--- src/source/obj_pkg.sv ---
package obj_pkg;

    // Object table geometry
    localparam int obj_count = 128;
    localparam int obj_words = 4;
    localparam int obj_iw    = $clog2(obj_count);
    localparam int word_iw   = $clog2(obj_words);
    localparam int tbl_aw    = obj_iw + word_iw;

    // Graphics ROM and line sizes
    localparam int rom_aw    = 18;
    localparam int line_w    = 9;
    localparam int visible_w = 320;

    // Table word 0
    typedef struct packed {
        logic       last;
        logic [5:0] rsvd;
        logic [8:0] ypos;
    } tbl_w0_t;

    // Table word 1, wmo is the width in words minus one
    typedef struct packed {
        logic [5:0] rsvd;
        logic [1:0] wmo;
        logic [7:0] height;
    } tbl_w1_t;

    // Table word 2
    typedef struct packed {
        logic [1:0] rsvd;
        logic [3:0] pal;
        logic       hflip;
        logic [8:0] xpos;
    } tbl_w2_t;

    // Color 0 is transparent
    typedef struct packed {
        logic [3:0] pal;
        logic [3:0] color;
    } pxl_t;

    typedef struct packed {
        logic [8:0]        xpos;
        logic              hflip;
        logic [3:0]        pal;
        logic [1:0]        width;
        logic [rom_aw-1:0] rom_row_addr;
        logic [6:0]        spare;
    } draw_cmd_t;

endpackage

--- src/source/obj_scan.sv ---
`timescale 1ns/10ps

module obj_scan import obj_pkg::*; (
    input  logic              clk,
    input  logic              rst_n,
    input  logic              hstart,
    input  logic [8:0]        vrender,
    // Table read port
    output logic [tbl_aw-1:0] tbl_addr,
    input  logic [15:0]       tbl_data,
    // Draw commands
    output draw_cmd_t         cmd,
    output logic              cmd_valid,
    input  logic              cmd_ready,
    input  logic              draw_busy,
    output logic              ln_done
);

    typedef enum logic [2:0] {
        st_idle,
        st_read,
        st_eval,
        st_offer,
        st_next,
        st_done
    } state_t;

    state_t            state;
    logic [obj_iw-1:0] idx;
    logic [word_iw:0]  rcnt;
    logic [8:0]        vline;
    logic [15:0]       words [0:obj_words-1];

    tbl_w0_t           w0;
    tbl_w1_t           w1;
    tbl_w2_t           w2;
    logic [8:0]        row;
    logic [2:0]        wcount;
    logic              visible;
    logic [rom_aw-1:0] row_addr;

    // rcnt runs one ahead of the word being captured
    assign tbl_addr = {idx, rcnt[word_iw-1:0]};

    assign w0 = tbl_w0_t'(words[0]);
    assign w1 = tbl_w1_t'(words[1]);
    assign w2 = tbl_w2_t'(words[2]);

    // Row inside the object, wraps modulo 512
    assign row      = vline - w0.ypos;
    assign visible  = row < {1'b0, w1.height};
    assign wcount   = {1'b0, w1.wmo} + 3'd1;
    assign row_addr = {words[3], 2'b00} + rom_aw'(row) * rom_aw'(wcount);

    always_ff @(posedge clk) begin
        if (state == st_read && rcnt != '0) begin
            words[word_iw'(rcnt - 1'b1)] <= tbl_data;
        end
        if (hstart) begin
            vline <= vrender;
        end
        if (state == st_eval) begin
            cmd.xpos         <= w2.xpos;
            cmd.hflip        <= w2.hflip;
            cmd.pal          <= w2.pal;
            cmd.width        <= w1.wmo;
            cmd.rom_row_addr <= row_addr;
            cmd.spare        <= '0;
        end
    end

    always_ff @(posedge clk or negedge rst_n) begin
        if (!rst_n) begin
            state     <= st_idle;
            idx       <= '0;
            rcnt      <= '0;
            cmd_valid <= 1'b0;
            ln_done   <= 1'b0;
        end else if (hstart) begin
            state     <= st_read;
            idx       <= '0;
            rcnt      <= '0;
            cmd_valid <= 1'b0;
            ln_done   <= 1'b0;
        end else begin
            case (state)
                st_read: begin
                    rcnt <= rcnt + 1'b1;
                    if (rcnt == obj_words) begin
                        state <= st_eval;
                    end
                end
                st_eval: begin
                    if (w0.last) begin
                        state <= st_done;
                    end else if (visible) begin
                        cmd_valid <= 1'b1;
                        state     <= st_offer;
                    end else begin
                        state <= st_next;
                    end
                end
                st_offer: begin
                    if (cmd_ready) begin
                        cmd_valid <= 1'b0;
                        state     <= st_next;
                    end
                end
                st_next: begin
                    if (idx == obj_iw'(obj_count - 1)) begin
                        state <= st_done;
                    end else begin
                        idx   <= idx + 1'b1;
                        rcnt  <= '0;
                        state <= st_read;
                    end
                end
                st_done: begin
                    // Held until the next line start
                    if (!draw_busy) begin
                        ln_done <= 1'b1;
                    end
                end
                default: state <= st_idle;
            endcase
        end
    end

endmodule

--- config.mk ---
export PLATFORM = sky130hd
export DESIGN_NAME = obj_scan
export DESIGN_NICKNAME = d
export VERILOG_FILES = /design/src/source/obj_pkg.sv /design/src/source/obj_scan.sv
export SDC_FILE = /design/constraint.sdc
export NUM_CORES = 1
export LEC_CHECK = 0
export ABC_CLOCK_PERIOD_IN_PS = 11650
export BUFFER_PORTS_ARGS = -buffer_cell sky130_fd_sc_hd__buf_2
export CAP_MARGIN = 10
export CORE_ASPECT_RATIO = 0.9
export CORE_MARGIN = 3
export CORE_UTILIZATION = 30
export CTS_BUF_LIST = sky130_fd_sc_hd__clkbuf_16
export DETAILED_ROUTE_END_ITERATION = 10
export GPL_ROUTABILITY_DRIVEN = 0
export PLACE_DENSITY_LB_ADDON = 0.1
export SLEW_MARGIN = 30
export SYNTH_ARGS = -nofsm -noshare
export SYNTH_HDL_FRONTEND = slang
export SYNTH_SLANG_ARGS = --single-unit
--- constraint.sdc ---
create_clock -name clk -period 11.65 [get_ports clk]
set_input_delay 1.7475 -clock clk [delete_from_list [all_inputs] [get_ports clk]]
set_output_delay 1.7475 -clock clk [all_outputs]
set_load 0.005 [all_outputs]
Word-level counts from Yosys, hierarchy flattened
Memory sizes are Yosys's and may differ from the RTL's. A register that Yosys moved wholly into a read port is not among the register bits.
Cells that the tools add are included.
- flip-flop bits (word level): 44
- RAM bits: 64
- bits of input ports: 30
- logic and storage cells: 66
- memories: 1
- memories (memory ; depth ; width ; read ports ; clocked after memory_dff ; wr ports ; RTL line ; text):
    words ; 4 ; 16 ; 4 ; 1 ; 1 ; obj_scan.sv:32 ; logic [15:0] words [0:obj_words-1];
- $add $sub $neg: 6
- $mul: 1
- magnitude comparators: 1
- equal/unequal tests: 15
- muxes and demuxes: 23
- reduce and logical (&&, ||, !) cells: 11
- operators by type and width (kind ; count):
    $mux 3 ; 8
    $mux 7 ; 3
    $add 18x12->18 ; 1
    $pmux 3 s5 ; 1
    $mul 9x3->12 ; 1
    $ne 3x3->1 const B ; 4
    $eq 3x3->1 const B ; 3
    $lt 9x8->1 ; 1
    $mux 1 ; 9
    $reduce_bool 3->1 ; 3
    $sub 9x9->9 ; 1
    $add 7x1->7 const B ; 1
    $eq 7x7->1 const B ; 1
    $eq 3x2->1 const B ; 2
    $ne 2x2->1 const B ; 3
    $pmux 3 s2 ; 1
    $reduce_and 2->1 ; 3
    $reduce_and 4->1 ; 1
    $reduce_bool 2->1 ; 2
    $add 2x1->3 const B ; 1
    $add 3x1->3 const B ; 1
    $eq 3x1->1 const B ; 1
    $ne 3x2->1 const B ; 1
    $reduce_and 3->1 ; 1
    3 further kinds ; 3

Logic depth before layout (Yosys ltp)
An unclocked memory read counts as a cell.
- depth after elaboration: 7
- depth in mapped cells: 19

Worst setup path before layout
No wires, ideal clock.
- path type: register to register
- from: memory words[0][0]
- to: register cmd[21] (netlist name) (data pin)
- library setup time: 260 ps
- arrival: 4146 ps
- data required time: 11390 ps
- slack: 7244 ps
- cell stages (with the launch flop): 19
- path buffers: 0
- cell sequence: edfxtp_1 -> ha_1 -> fa_1 -> nand2b_1 -> a211oi_2 -> and2b_1 -> xnor2_1 -> and2_1 -> fa_1 -> inv_1 -> fa_1 -> inv_1 -> ha_1 -> o21a_1 -> o21ai_0 -> a21oi_1 -> a21oi_1 -> nor2_1 -> xor2_1
- RTL lines (element ; RTL line ; text):
    from (decl) ; obj_scan.sv:32 ;
    to (decl) ; obj_scan.sv:12 ; output draw_cmd_t cmd,

==> impl_metrics.tcl <==
set metrics [dict create \
    synth_top_area_cell "sky130_fd_sc_hd__edfxtp_1" \
    clk-insertion-delay-late_ns 0.35 \
    timing.slew.headroom_pct 59.72 \
    areaGrowthSynthToFinish_pct 17.92 \
    fp.dieW_um 147.0 \
    fmax_mhz 206.3 \
    ff2ff_path_depth 17 \
    post_synth_instance_area_mm2 0.005369 \
    synth_seq_area_share_pct 59.01 \
    count_of_buffers_from_port_buffering 74 \
    yosys_register_bits 108 \
    edff_count_synth 93 \
    cts_hold_buffers 0 \
    cts_root_buffer "sky130_fd_sc_hd__clkbuf_16" \
    final_cell_mix "93 x sky130_fd_sc_hd__edfxtp_1, 74 x sky130_fd_sc_hd__buf_2, 63 x sky130_fd_sc_hd__inv_1" \
    cts_buffer_depth 2 \
    tritoncts_clock_tree "built" \
    p_leak_nw 2.656 \
    most_common_cell_after_layout_fill_and_taps_aside "sky130_fd_sc_hd__edfxtp_1" \
    cpMaxStageDelayCell "sky130_fd_sc_hd__fa_1" \
    final_min_period_over_clock_period_pct 41.60 \
    netlist_top_cells_area "sky130_fd_sc_hd__edfxtp_1 52%, sky130_fd_sc_hd__ha_1 7.5%, sky130_fd_sc_hd__dfrtp_1 7.0%, sky130_fd_sc_hd__fa_1 6.7%, sky130_fd_sc_hd__inv_1 4.4%" \
    finalClockSkew_ns 0.009698 \
    floorplan.initialDensity_pct 31.16 \
    track_usage_pct 11.47 \
    required_ns 11.75 \
    critPathMostFrequentCell "sky130_fd_sc_hd__fa_1" \
    place_area_mm2 0.006020 \
    worst_setup_path_start_kind "flip-flop" \
    synthCells 415 \
    yosys_warnings 0 \
    globalRoute.totalOverflow 0 \
    finalSetupViolCount 0 \
    ff2ff_setup_slack_ns 6.80 \
    grt_pass1_vias 3438 \
    route.antenna.remaining_nets 0 \
    number_of_antenna_violations_at_the_first_check_in_global_routing 0 \
    unrepaired_setup_endpoints_after_global_routing "false" \
    worstPathArrival_ns 4.95 \
    min_path_type "flip-flop to flip-flop" \
    post-synth-top-area-fraction_pct 52.02 \
    dr_total_vias 3181 \
    clk_pin_slew_ns 0.08 \
    routedWlPerCell_um 14.25 \
    worstSetupPathType "flip-flop to flip-flop" \
    async_reset_ff_share_pct 13.89 \
    wl_um 10500 \
    critical_path.max_fanout 5 \
    dp_hpwl_um 7970 \
    vias_per_cell 4.316 \
    post-route-min-period_ns 4.847 \
    core_area_mm2 0.01723 \
    power.density_mw_per_mm2 219.0 \
    postSynth.topFlopCell "sky130_fd_sc_hd__edfxtp_1" \
    rr_startpoint "words[0][0]$_DFFE_PP_" \
    cts_sinks 108 \
    crit_path_start "words[0][0]$_DFFE_PP_" \
    grt_pass1_wl_um 17430 \
    cts-buffers-inserted 9 \
    endpoint_kind "flip-flop" \
    post_synth_num_cell_types 46 \
    timing.setup.tns_ns 0 \
    cts.repair.resized 0 \
    maximum_number_of_pins_on_one_net_before_global_route_repair 24 \
    path_cells "ha_1 -> fa_1 -> nand2b_1 -> a211oi_2 -> and2b_1 -> xnor2_1 -> and2_1 -> fa_1 -> inv_1 -> fa_1 -> inv_1 -> ha_1 -> and3_1 -> o211ai_1 -> a31oi_1 -> o21ai_0 -> xnor2_1" \
    crit_path_max_incr_delay_ns 0.54 \
    vdd_ir_drop_max_mv 0.08557 \
    rr_endpoint "cmd[22]$_DFFE_PP_" \
    h_tree_depth 3 \
    syn_avg_cell_area_um2 12.94 \
    timing_worst_slew_pin_value_ns 0.6027 \
    final-max-slew-violation-count 0 \
    max-cap-violations 0 \
    detail_route.iter0.violations 118 \
    io-pin-count 82 \
    layout-drive-gt1-share_pct 20.36 \
    design.final.nets 576 \
    report.final.hold_viol_count 0 \
    run_status "complete, no violations" \
    die_height_um 132.9 \
    dr.pass1.iters 4 \
    postCtsSetupBuffers 0 \
    rows 45 \
    remaining_drc_errors 0 \
    final_design_area_no_fill_mm2 0.006331 \
    worst_setup_path_endpoint "cmd[22]$_DFFE_PP_" \
    die_area_mm2 0.01954 \
]
-- per-stage QoR --
step / utilization (%) / worst slack (ns) / instances / hold slack [ns] / power (mW)
6_report: 36.75 / 6.803 / 737 / 0.4254 / 1.386
5_1_grt: 36.73 / 6.479 / 736 / 0.4356 / 1.518
4_1_cts: 36.72 / 6.796 / 736 / 0.4253 / 1.417
3_5_place_dp: 34.94 / 6.838 / 720 / 0.4054 / 1.088
3_3_place_gp: 34.78 / 6.947 / 719 / 0.4010 / 1.081
2_1_floorplan: - / 7.244 / 421 / 0.4003 / 0.9549
-- critical path: cells and delay by family, from the launching register on --
kind,cells,cell delay [ns]
AOI/OAI and AO/OA,4,0.96
adders and majority gates,5,2.00
xor gates and xnor gates,2,0.34
and+or+nand+nor,4,0.81
DFF,1,0.38
buffers and inverters,2,0.09
-- worst min-delay path by stage --
stage | slack [ns] | depth (start not counted) | to | from
after detailed placement | 0.41 | 0 | cmd[29]$_DFFE_PP_ | words[2][12]$_DFFE_PP_
after global placement | 0.40 | 0 | cmd[39]$_DFFE_PP_ | words[2][7]$_DFFE_PP_
after global routing | 0.44 | 0 | cmd[27]$_DFFE_PP_ | words[2][10]$_DFFE_PP_
after floorplan | 0.40 | 0 | cmd[27]$_DFFE_PP_ | words[2][10]$_DFFE_PP_
after CTS | 0.43 | 0 | cmd[39]$_DFFE_PP_ | words[2][7]$_DFFE_PP_
final | 0.43 | 0 | cmd[40]$_DFFE_PP_ | words[2][8]$_DFFE_PP_
-- layer usage --
layer / vias to the layer above / global-route usage, % / wire (um)
met4: 0 / 4.141 / 187
met1: 1542 / 14.40 / 4831
li1: 1562 / - / -
met3: 13 / 3.116 / 437
met2: 64 / 19.07 / 5042
met5: - / 0 / 0
-- kinds of logic (layout without fill, tap and decap cells) --
logic type	after synthesis	in the layout	share of synthesized area (%)
xor+xnor	26	26	4.381
fa+ha+maj	50	50	14.17
simple gates	99	99	9.672
mux	1	1	0.1864
other cells	1	8	0.06985
flops	108	108	59.01
compound gates	55	55	6.642
buf+inv	75	155	5.873
-- flip-flops by register name, summed over array words and instances, names as in the netlist --
register / cells
idx: 7
ln_done: 1
state: 3
cmd_valid: 1
rcnt: 3
cmd: 34
vline: 9
words: 50
-- layout make-up --
class	count	area (um2)
Fill cell	1728	10900
Sequential cell	108	3168
Multi-Input combinational cell	238	1917
Timing Repair Buffer	76	405.4
Tap cell	235	294.0
Inverter	63	236.5
Clock buffer	9	225.2
Clock inverter	7	82.58
Antenna cell	1	2.502
-- Yosys cell counts (9+ instances only) --
library cell,count
sky130_fd_sc_hd__nand2b_1,10
sky130_fd_sc_hd__nor2b_1,14
sky130_fd_sc_hd__nor2_1,22
sky130_fd_sc_hd__a21oi_1,14
sky130_fd_sc_hd__xnor2_1,18
sky130_fd_sc_hd__buf_4,9
sky130_fd_sc_hd__inv_1,63
sky130_fd_sc_hd__dfrtp_1,15
sky130_fd_sc_hd__fa_1,18
sky130_fd_sc_hd__nand2_1,21
sky130_fd_sc_hd__ha_1,32
sky130_fd_sc_hd__edfxtp_1,93
sky130_fd_sc_hd__and2_1,11
sky130_fd_sc_hd__o21ai_0,11
-- where the power goes --
group | total, mW | switching (mW) | internal [mW]
clock network | 0.317 | 0.147 | 0.171
logic | 0.564 | 0.321 | 0.243
registers | 0.505 | 0.0169 | 0.488
Note: power is estimated with default switching activity, not from simulation.
