`config.mk`:
```
export PLATFORM = sky130hd
export DESIGN_NAME = obj_draw
export DESIGN_NICKNAME = d
export VERILOG_FILES = /design/src/source/obj_pkg.sv /design/src/source/obj_draw.sv
export SDC_FILE = /design/constraint.sdc
export NUM_CORES = 1
export LEC_CHECK = 0
export ABC_CLOCK_PERIOD_IN_PS = 5400
export BUFFER_PORTS_ARGS = -buffer_cell sky130_fd_sc_hd__buf_4
export CORE_MARGIN = 4
export CORE_UTILIZATION = 45
export DETAILED_ROUTE_END_ITERATION = 10
export GPL_TIMING_DRIVEN = 0
export PLACE_DENSITY = 0.81
export SETUP_SLACK_MARGIN = 0.3
export SYNTH_ARGS = -nofsm -noshare
export SYNTH_HDL_FRONTEND = slang
export SYNTH_SLANG_ARGS = --single-unit
```
`constraint.sdc`:
```
create_clock -name clk -period 5.4 [get_ports clk]
set_clock_uncertainty 0.05 [all_clocks]
set_input_delay 0.54 -clock clk [delete_from_list [all_inputs] [get_ports clk]]
set_output_delay 0.54 -clock clk [all_outputs]
set_load 0.05 [all_outputs]
```
`src/source/obj_pkg.sv`:
```
package obj_pkg;

    // Object table geometry
    localparam int obj_count = 128;
    localparam int obj_words = 4;
    localparam int obj_iw    = $clog2(obj_count);
    localparam int word_iw   = $clog2(obj_words);
    localparam int tbl_aw    = obj_iw + word_iw;

    // Graphics ROM and line sizes
    localparam int rom_aw    = 18;
    localparam int line_w    = 9;
    localparam int visible_w = 320;

    // Table word 0
    typedef struct packed {
        logic       last;
        logic [5:0] rsvd;
        logic [8:0] ypos;
    } tbl_w0_t;

    // Table word 1, wmo is the width in words minus one
    typedef struct packed {
        logic [5:0] rsvd;
        logic [1:0] wmo;
        logic [7:0] height;
    } tbl_w1_t;

    // Table word 2
    typedef struct packed {
        logic [1:0] rsvd;
        logic [3:0] pal;
        logic       hflip;
        logic [8:0] xpos;
    } tbl_w2_t;

    // Color 0 is transparent
    typedef struct packed {
        logic [3:0] pal;
        logic [3:0] color;
    } pxl_t;

    typedef struct packed {
        logic [8:0]        xpos;
        logic              hflip;
        logic [3:0]        pal;
        logic [1:0]        width;
        logic [rom_aw-1:0] rom_row_addr;
        logic [6:0]        spare;
    } draw_cmd_t;

endpackage

```
`src/source/obj_draw.sv`:
```
`timescale 1ns/10ps

module obj_draw import obj_pkg::*; (
    input  logic              clk,
    input  logic              rst_n,
    // From the scanner
    input  draw_cmd_t         cmd,
    input  logic              cmd_valid,
    output logic              cmd_ready,
    output logic              draw_busy,
    // Graphics ROM
    output logic              obj_cs,
    output logic [rom_aw-1:0] obj_addr,
    input  logic              obj_ok,
    input  logic [31:0]       obj_data,
    // Line buffer write
    output logic              buf_we,
    output logic [line_w-1:0] buf_addr,
    output pxl_t              buf_data
);

    typedef enum logic [1:0] {
        st_idle,
        st_fetch,
        st_write
    } state_t;

    state_t      state;
    draw_cmd_t   cur;
    logic [31:0] pattern;
    logic [1:0]  wcnt;
    logic [2:0]  pcnt;
    logic [4:0]  pos;
    logic [4:0]  off;
    logic [3:0]  color;

    assign cmd_ready = state == st_idle;
    // The last pixel write still counts as busy
    assign draw_busy = state != st_idle || buf_we;

    // Pixel position inside the object
    assign pos = {wcnt, pcnt};
    // Mirror across the whole object width, not the word
    assign off = cur.hflip ? {cur.width, 3'b111} - pos : pos;
    // Lowest nibble is the leftmost pixel
    assign color = pattern[{pcnt, 2'b00} +: 4];

    always_ff @(posedge clk) begin
        if (state == st_idle && cmd_valid) begin
            cur <= cmd;
        end
        if (state == st_fetch && obj_ok) begin
            pattern <= obj_data;
        end
        if (state == st_write) begin
            buf_addr       <= cur.xpos + line_w'(off);
            buf_data.pal   <= cur.pal;
            buf_data.color <= color;
        end
    end

    always_ff @(posedge clk or negedge rst_n) begin
        if (!rst_n) begin
            state    <= st_idle;
            obj_cs   <= 1'b0;
            obj_addr <= '0;
            buf_we   <= 1'b0;
            wcnt     <= '0;
            pcnt     <= '0;
        end else begin
            buf_we <= 1'b0;
            case (state)
                st_idle: begin
                    if (cmd_valid) begin
                        obj_addr <= cmd.rom_row_addr;
                        obj_cs   <= 1'b1;
                        wcnt     <= '0;
                        state    <= st_fetch;
                    end
                end
                st_fetch: begin
                    // Address held until the acknowledge
                    if (obj_ok) begin
                        obj_cs <= 1'b0;
                        pcnt   <= '0;
                        state  <= st_write;
                    end
                end
                st_write: begin
                    // Transparent pixels leave the buffer alone
                    buf_we <= color != 4'd0;
                    pcnt   <= pcnt + 1'b1;
                    if (pcnt == 3'd7) begin
                        if (wcnt == cur.width) begin
                            state <= st_idle;
                        end else begin
                            wcnt     <= wcnt + 1'b1;
                            obj_addr <= obj_addr + 1'b1;
                            obj_cs   <= 1'b1;
                            state    <= st_fetch;
                        end
                    end
                end
                default: state <= st_idle;
            endcase
        end
    end

endmodule

```
# Yosys cells after proc, flatten, opt, wreduce, memory -nomap -nowiden
# Cells that the tools add are included.
[totals] memories=0 output_inout_bits=39 reg_bits=92 romBits=0 latch_bits=0 ramBits=0
[classes] addsub=5 shifts=1 n_bitwise=0 div=0 eq_ne=8 n_reduce_logical=13 n_mul=0 n_lt_le_gt_ge=0 n_mux=22
[op_table] op="$mux W18" n=3
[op_table] op="$pmux W18 S2" n=1
[op_table] op="$shiftx A32 B6 Y4" n=1
[op_table] op="$add A18 B1 Y18 const B" n=1
[op_table] op="$mux W2" n=6
[op_table] op="$add A9 B5 Y9" n=1
[op_table] op="$mux W1" n=6
[op_table] op="$ne A2 B2 Y1 const B" n=3
[op_table] op="$pmux W2 S3" n=1
[op_table] op="$pmux W3 S2" n=1
[op_table] op="$reduce_bool A2 Y1" n=3
[op_table] op="$mux W5" n=1
[op_table] op="$reduce_and A5 Y1" n=1
[op_table] op="$sub A5 B5 Y5" n=1
[op_table] op="$pmux W2 S2" n=1
[op_table] op="$reduce_and A4 Y1" n=1
[op_table] op="$reduce_bool A4 Y1" n=1
[op_table] op="$add A3 B1 Y3 const B" n=1
[op_table] op="$eq A3 B3 Y1 const B" n=1
[op_table] op="$mux W3" n=1
[op_table] op="$pmux W1 S3" n=1
[op_table] op="$reduce_and A3 Y1" n=1
[op_table] op="$reduce_bool A3 Y1" n=1
[op_table] op="$add A2 B1 Y2 const B" n=1
[op_table] op="8 further kinds" n=9

# Depth between registers and ports, before layout
[logic_depth] ltp_word=4 depth_mapped=9 ltp_nobuf=9

# Worst setup path before layout
# Ideal clock, no wire load.
[synth_path] path_kind="register -> register" from="register cur[31] (netlist bit)" to="register buf_addr[8] (data pin)" n_path_buf=1 synth_period_minus_slack_ns=2.150 setup_ns=0.268 path_slack_ns=3.250 t_arrival_ns=1.832 t_required_ns=5.082 path_stages_with_launch=10 path_cell_list="edfxtp_1 -> clkbuf_1 -> xor2_1 -> ha_1 -> inv_1 -> fa_1 -> nor2b_1 -> o21ai_0 -> a211oi_1 -> xor2_1"
[synth_between] elab_chain_len=2
[synth_lines] item="from (decl)" line="obj_draw.sv:29" rtl="draw_cmd_t cur;"
[synth_lines] item="from (signal assigned)" line="obj_draw.sv:50" rtl="cur <= cmd;"
[synth_lines] item="$mux W5" line="obj_draw.sv:44" rtl="assign off = cur.hflip ? {cur.width, 3'b111} - pos : pos;"
[synth_lines] item="$add A9 B5 Y9" line="obj_draw.sv:56" rtl="buf_addr <= cur.xpos + line_w'(off);"
[synth_lines] item="to (signal assigned)" line="obj_draw.sv:56"
[synth_lines] item="to (decl)" line="obj_draw.sv:18" rtl="output logic [line_w-1:0] buf_addr,"
# Every way passes these cells.
# A chain may end at the register's enable or synchronous reset.

# Worst setup path in the final report
[layout_path] from="register state[1]" to="output port cmd_ready"
[layout_between] elab_chain_len=1
[layout_lines] item="from (decl)" line="obj_draw.sv:28" rtl="state_t state;"
[layout_lines] item="from (signal assigned)" line="obj_draw.sv:64" rtl="state <= st_idle;"
[layout_lines] item="from (signal assigned)" line="obj_draw.sv:78" rtl="state <= st_fetch;"
[layout_lines] item="from (signal assigned)" line="obj_draw.sv:86" rtl="state <= st_write;"
[layout_lines] item="$logic_not A2 Y1" line="obj_draw.sv:37" rtl="assign cmd_ready = state == st_idle;"
[layout_lines] item="to (decl)" line="obj_draw.sv:9" rtl="output logic cmd_ready,"
# Every way passes these cells.

==> key figures <==
Floorplanning
  – Area of the die: 11100 um^2
  – Overall die height: between 100 and 150 um
  – Std cell rows: 35
  – Initial Utilization: around 46%
  – Total I/O pin count: approximately 120
  – Floorplan Core Area: roughly 9200 um^2
  – Die Width: approximately 110 um

GRT
  – Total Routing Usage GR: about 18%
  – First-pass GRT wire length: 15900 um
  – Number of antenna violations at the first check in global routing: 0
  – Via count of the first global-routing pass: roughly 3200
  – Maximum number of pins on one net before global-route repair: 36
  – GR Overflow Total: 0

Route
  – Residual DRC count: 0
  – DRC violation total after the first TritonRoute iteration: about 300
  – Vias after detailed routing: 3166
  – WL per Instance: around 17 um
  – Residual antenna-violating net count after detailed routing: 0
  – Via density: 5.50
  – First-pass iteration count of the detailed router: 7
  – Wire length reported by the detailed router: 9760 um

Placement
  – Placement-stage worst setup slack: 2.94 ns
  – Cell total after placement: 560
  – Half-perimeter wire length after detailed placement: 7100 um
  – Total placed instance area: 5220 um^2
  – Buffers on Ports: about 110
  – Routability congestion estimate from global placement: 0.953

Power and ir drop
  – Comb power frac: 48.2%
  – Pwr dens: 573 nW/um^2
  – Post-layout power: about 3.1 mW
  – Worst-case vdd ir drop: 0.000350 V
  – Fraction of power consumed by the clock network: 15.2%
  – Internal portion of total power: ~1.7 mW
  – Switching part of the total power: 45.0%
  – Sequential group share of total power: 36.6%
  – Net switching power: 1.40 mW
  – Leakage power: between 2 and 2.5 nW

STA
  – Smallest setup slack after layout: 2.70 ns
  – Final max-slew violation count: 0
  – Final-layout worst hold slack: 0.0304 ns
  – Final worst path period need: 2.70 ns
  – Measured slew at the worst slew-check pin: around 1.2 ns
  – Crit share post-route: 50.1%
  – RSZ-0062 raised after global routing: no
  – Upper clock frequency limit: 370 MHz
  – Number of endpoints with negative hold slack in the final report: 0
  – Setup_tns: 0 ns
  – Setup Viol. Count Final: 0
  – Slew margin rel.: 20.4%

Critical path
  – Data arrival, critical path: 2.11 ns
  – CP endpoint kind: output port
  – Critical path peak fanout: 10
  – Register-to-Register Setup Slack: 2.97 ns
  – Start-to-end type of the worst setup path: reg -> out
  – FF-to-FF Start: state[1]
  – R2R cell count: 6
  – Req. time, crit path: 4.81 ns
  – RR Endpoint: pcnt[1]
  – Worst Setup Start Kind: flop

Clock network
  – Post-CTS Setup Bufs: 0
  – Clock tree from TritonCTS: yes
  – Quantity of hold-fixing buffers added after cts: 0
  – Clock Tree Root: sky130_fd_sc_hd__clkbuf_8
  – Cts bufs inserted: 9
  – Number of cells upsized or downsized after cts: 0
  – CTS H-Tree Depth: 3
  – CTS sink cnt: 92
  – Number of buffers between clock root and the deepest sink: 2
  – Clock Latency Late Sink: 0.36 ns
  – Clock edge transition at the registers on the reported setup and hold paths: 0.10 ns

Synth
  – Most instantiated flip-flop cell in the synthesis netlist: sky130_fd_sc_hd__edfxtp_1
  – Top cell types by occurrence after synthesis: sky130_fd_sc_hd__edfxtp_1 (65), sky130_fd_sc_hd__dfrtp_1 (27), sky130_fd_sc_hd__nand2_1 (22), sky130_fd_sc_hd__a21oi_1 (17), sky130_fd_sc_hd__nor2_1 (16)
  – Number of flops mapped to enable cells by yosys: 65
  – Post-Synthesis Net Count: 410
  – Biggest area consumer among synthesized cells: sky130_fd_sc_hd__edfxtp_1
  – Biggest area contributors in the synthesized netlist: sky130_fd_sc_hd__edfxtp_1 (46%), sky130_fd_sc_hd__dfrtp_1 (16%), sky130_fd_sc_hd__ha_1 (2.6%), sky130_fd_sc_hd__mux4_2 (2.6%), sky130_fd_sc_hd__a21oi_1 (2.0%)
  – Share of synthesized area occupied by flip-flops and latches: 61.8%
  – Share of the synthesized area in the top cell type: 45.9%
  – Post-synth ARST share: between 20% and 30%
  – Count of unique library cells instantiated by Yosys: 56
  – Most frequent cell after synthesis: sky130_fd_sc_hd__edfxtp_1
  – Post-Syn Instances: ~320
  – Number of storage elements in the synthesis netlist: between 90 and 100
  – Count of yosys warnings during synthesis: 0
  – Synthesized area per cell: 13.2 um^2
  – Total standard cell area after synthesis: ~4300 um^2

Cells and area
  – Inserted Diodes: 0
  – Post-route insts no fill: 576
  – Nets: around 530
  – Final Util: around 60%
  – Final std cell area, no fill: about 5400 um^2
  – Area added between synthesis and finish: 27.8%
  – Fraction of layout cells with a size suffix above 1: 34.5%

Run status
  – Result of the run: completed

Hold path
  – Worst min-delay path category: in -> async

Flow run
  – Count of maximum capacitance violations: 0
[how the worst max path moves through the flow]
stage | start | endpoint | slack (ns) | depth (start not counted)
6_report | state[1] | cmd_ready | 2.70 | 5
5_1_grt | state[1] | cmd_ready | 2.53 | 5
4_1_cts | state[1] | cmd_ready | 2.71 | 5
3_5_place_dp | state[1] | pcnt[1] | 2.94 | 6
3_3_place_gp | state[1] | pattern[5] | 3.01 | 5
2_1_floorplan | cur[31] | buf_addr[8] | 3.25 | 9
[cells by family (layout without fill, tap and decap cells)]
| group | Yosys count | in the layout | synth area share (%) |
|---|---|---|---|
| multiplexers | 15 | 15 | 6.47 |
| flip-flops | 92 | 92 | 61.8 |
| adder cells (fa/ha/maj) | 10 | 10 | 3.12 |
| AND/OR/NAND/NOR | 94 | 94 | 11.8 |
| XOR/XNOR | 11 | 11 | 2.27 |
| buffers and inverters | 29 | 153 | 3.47 |
| AO/OA/AOI/OAI | 72 | 72 | 11.0 |
[cell usage in the layout (no fill, tap or decap), types with 3 or more instances in the layout]
cell type / netlist / final
sky130_fd_sc_hd__a21oi_1: 17 / 17
sky130_fd_sc_hd__mux4_1: 3 / 3
sky130_fd_sc_hd__mux2_2: 3 / 3
sky130_fd_sc_hd__inv_1: 12 / 12
sky130_fd_sc_hd__ha_1: 9 / 9
sky130_fd_sc_hd__nor2b_1: 3 / 3
sky130_fd_sc_hd__xnor2_1: 5 / 5
sky130_fd_sc_hd__a211oi_1: 4 / 4
sky130_fd_sc_hd__o32ai_1: 4 / 4
sky130_fd_sc_hd__or3_1: 4 / 4
sky130_fd_sc_hd__buf_2: 7 / 7
sky130_fd_sc_hd__clkbuf_1: 4 / 4
sky130_fd_sc_hd__o21ai_0: 12 / 12
sky130_fd_sc_hd__and4_1: 3 / 3
sky130_fd_sc_hd__o21ai_1: 7 / 7
sky130_fd_sc_hd__nand2b_1: 4 / 4
sky130_fd_sc_hd__nand2_1: 22 / 22
sky130_fd_sc_hd__clkbuf_8: 0 / 9
sky130_fd_sc_hd__nand4_1: 4 / 4
sky130_fd_sc_hd__nand3_1: 13 / 13
sky130_fd_sc_hd__nor2_1: 16 / 16
sky130_fd_sc_hd__edfxtp_1: 65 / 65
sky130_fd_sc_hd__xor2_1: 6 / 6
sky130_fd_sc_hd__buf_6: 4 / 4
sky130_fd_sc_hd__nor3_1: 7 / 7
sky130_fd_sc_hd__buf_4: 0 / 108
sky130_fd_sc_hd__dfrtp_1: 27 / 27
sky130_fd_sc_hd__nor3b_1: 3 / 3
sky130_fd_sc_hd__a21o_1: 3 / 3
sky130_fd_sc_hd__mux4_2: 5 / 5
sky130_fd_sc_hd__o22ai_1: 8 / 8
sky130_fd_sc_hd__inv_8: 0 / 4
sky130_fd_sc_hd__nor4_1: 3 / 3
sky130_fd_sc_hd__nand3b_1: 3 / 3
[routing by layer]
layer,GRT usage [%],wire (um),up-vias
met5,0,0,-
met4,5.72,212,0
met3,5.81,770,19
met2,30.8,5070,152
met1,22.0,3710,1521
li1,-,-,1474
[registers in the layout, indices dropped and copies added, names as in the netlist]
| name | count |
|---|---|
| buf_data | 8 |
| pcnt | 3 |
| obj_addr | 18 |
| wcnt | 2 |
| obj_cs | 1 |
| state | 2 |
| pattern | 32 |
| buf_addr | 9 |
| cur | 16 |
| buf_we | 1 |
[critical path, stage by stage (launching register included)]
cell                       delay, ns
sky130_fd_sc_hd__dfrtp_1        0.33
sky130_fd_sc_hd__buf_2          0.20
sky130_fd_sc_hd__clkbuf_1       0.40
sky130_fd_sc_hd__clkbuf_1       0.45
sky130_fd_sc_hd__nor2_1         0.16
sky130_fd_sc_hd__buf_4          0.22
[cell type report]
type | instances | area, um^2
Buffer | 16 | 98.8
Timing Repair Buffer | 108 | 811
Multi-Input combinational cell | 202 | 1480
Tap cell | 129 | 161
Fill cell | 770 | 3810
Clock inverter | 7 | 86.3
Inverter | 13 | 48.8
Clock buffer | 9 | 124
Sequential cell | 92 | 2630
[power by group through the flow]
stage	clock, mW	sequential (mW)	combinational (mW)
global route	0.519	1.17	1.62
detailed placement	0	1.15	1.50
floorplan	0	1.52	0.678
CTS	0.485	1.14	1.51
finish	0.474	1.14	1.50
global placement	0	1.15	1.48
No activity file was read; power rests on OpenSTA's default activity.
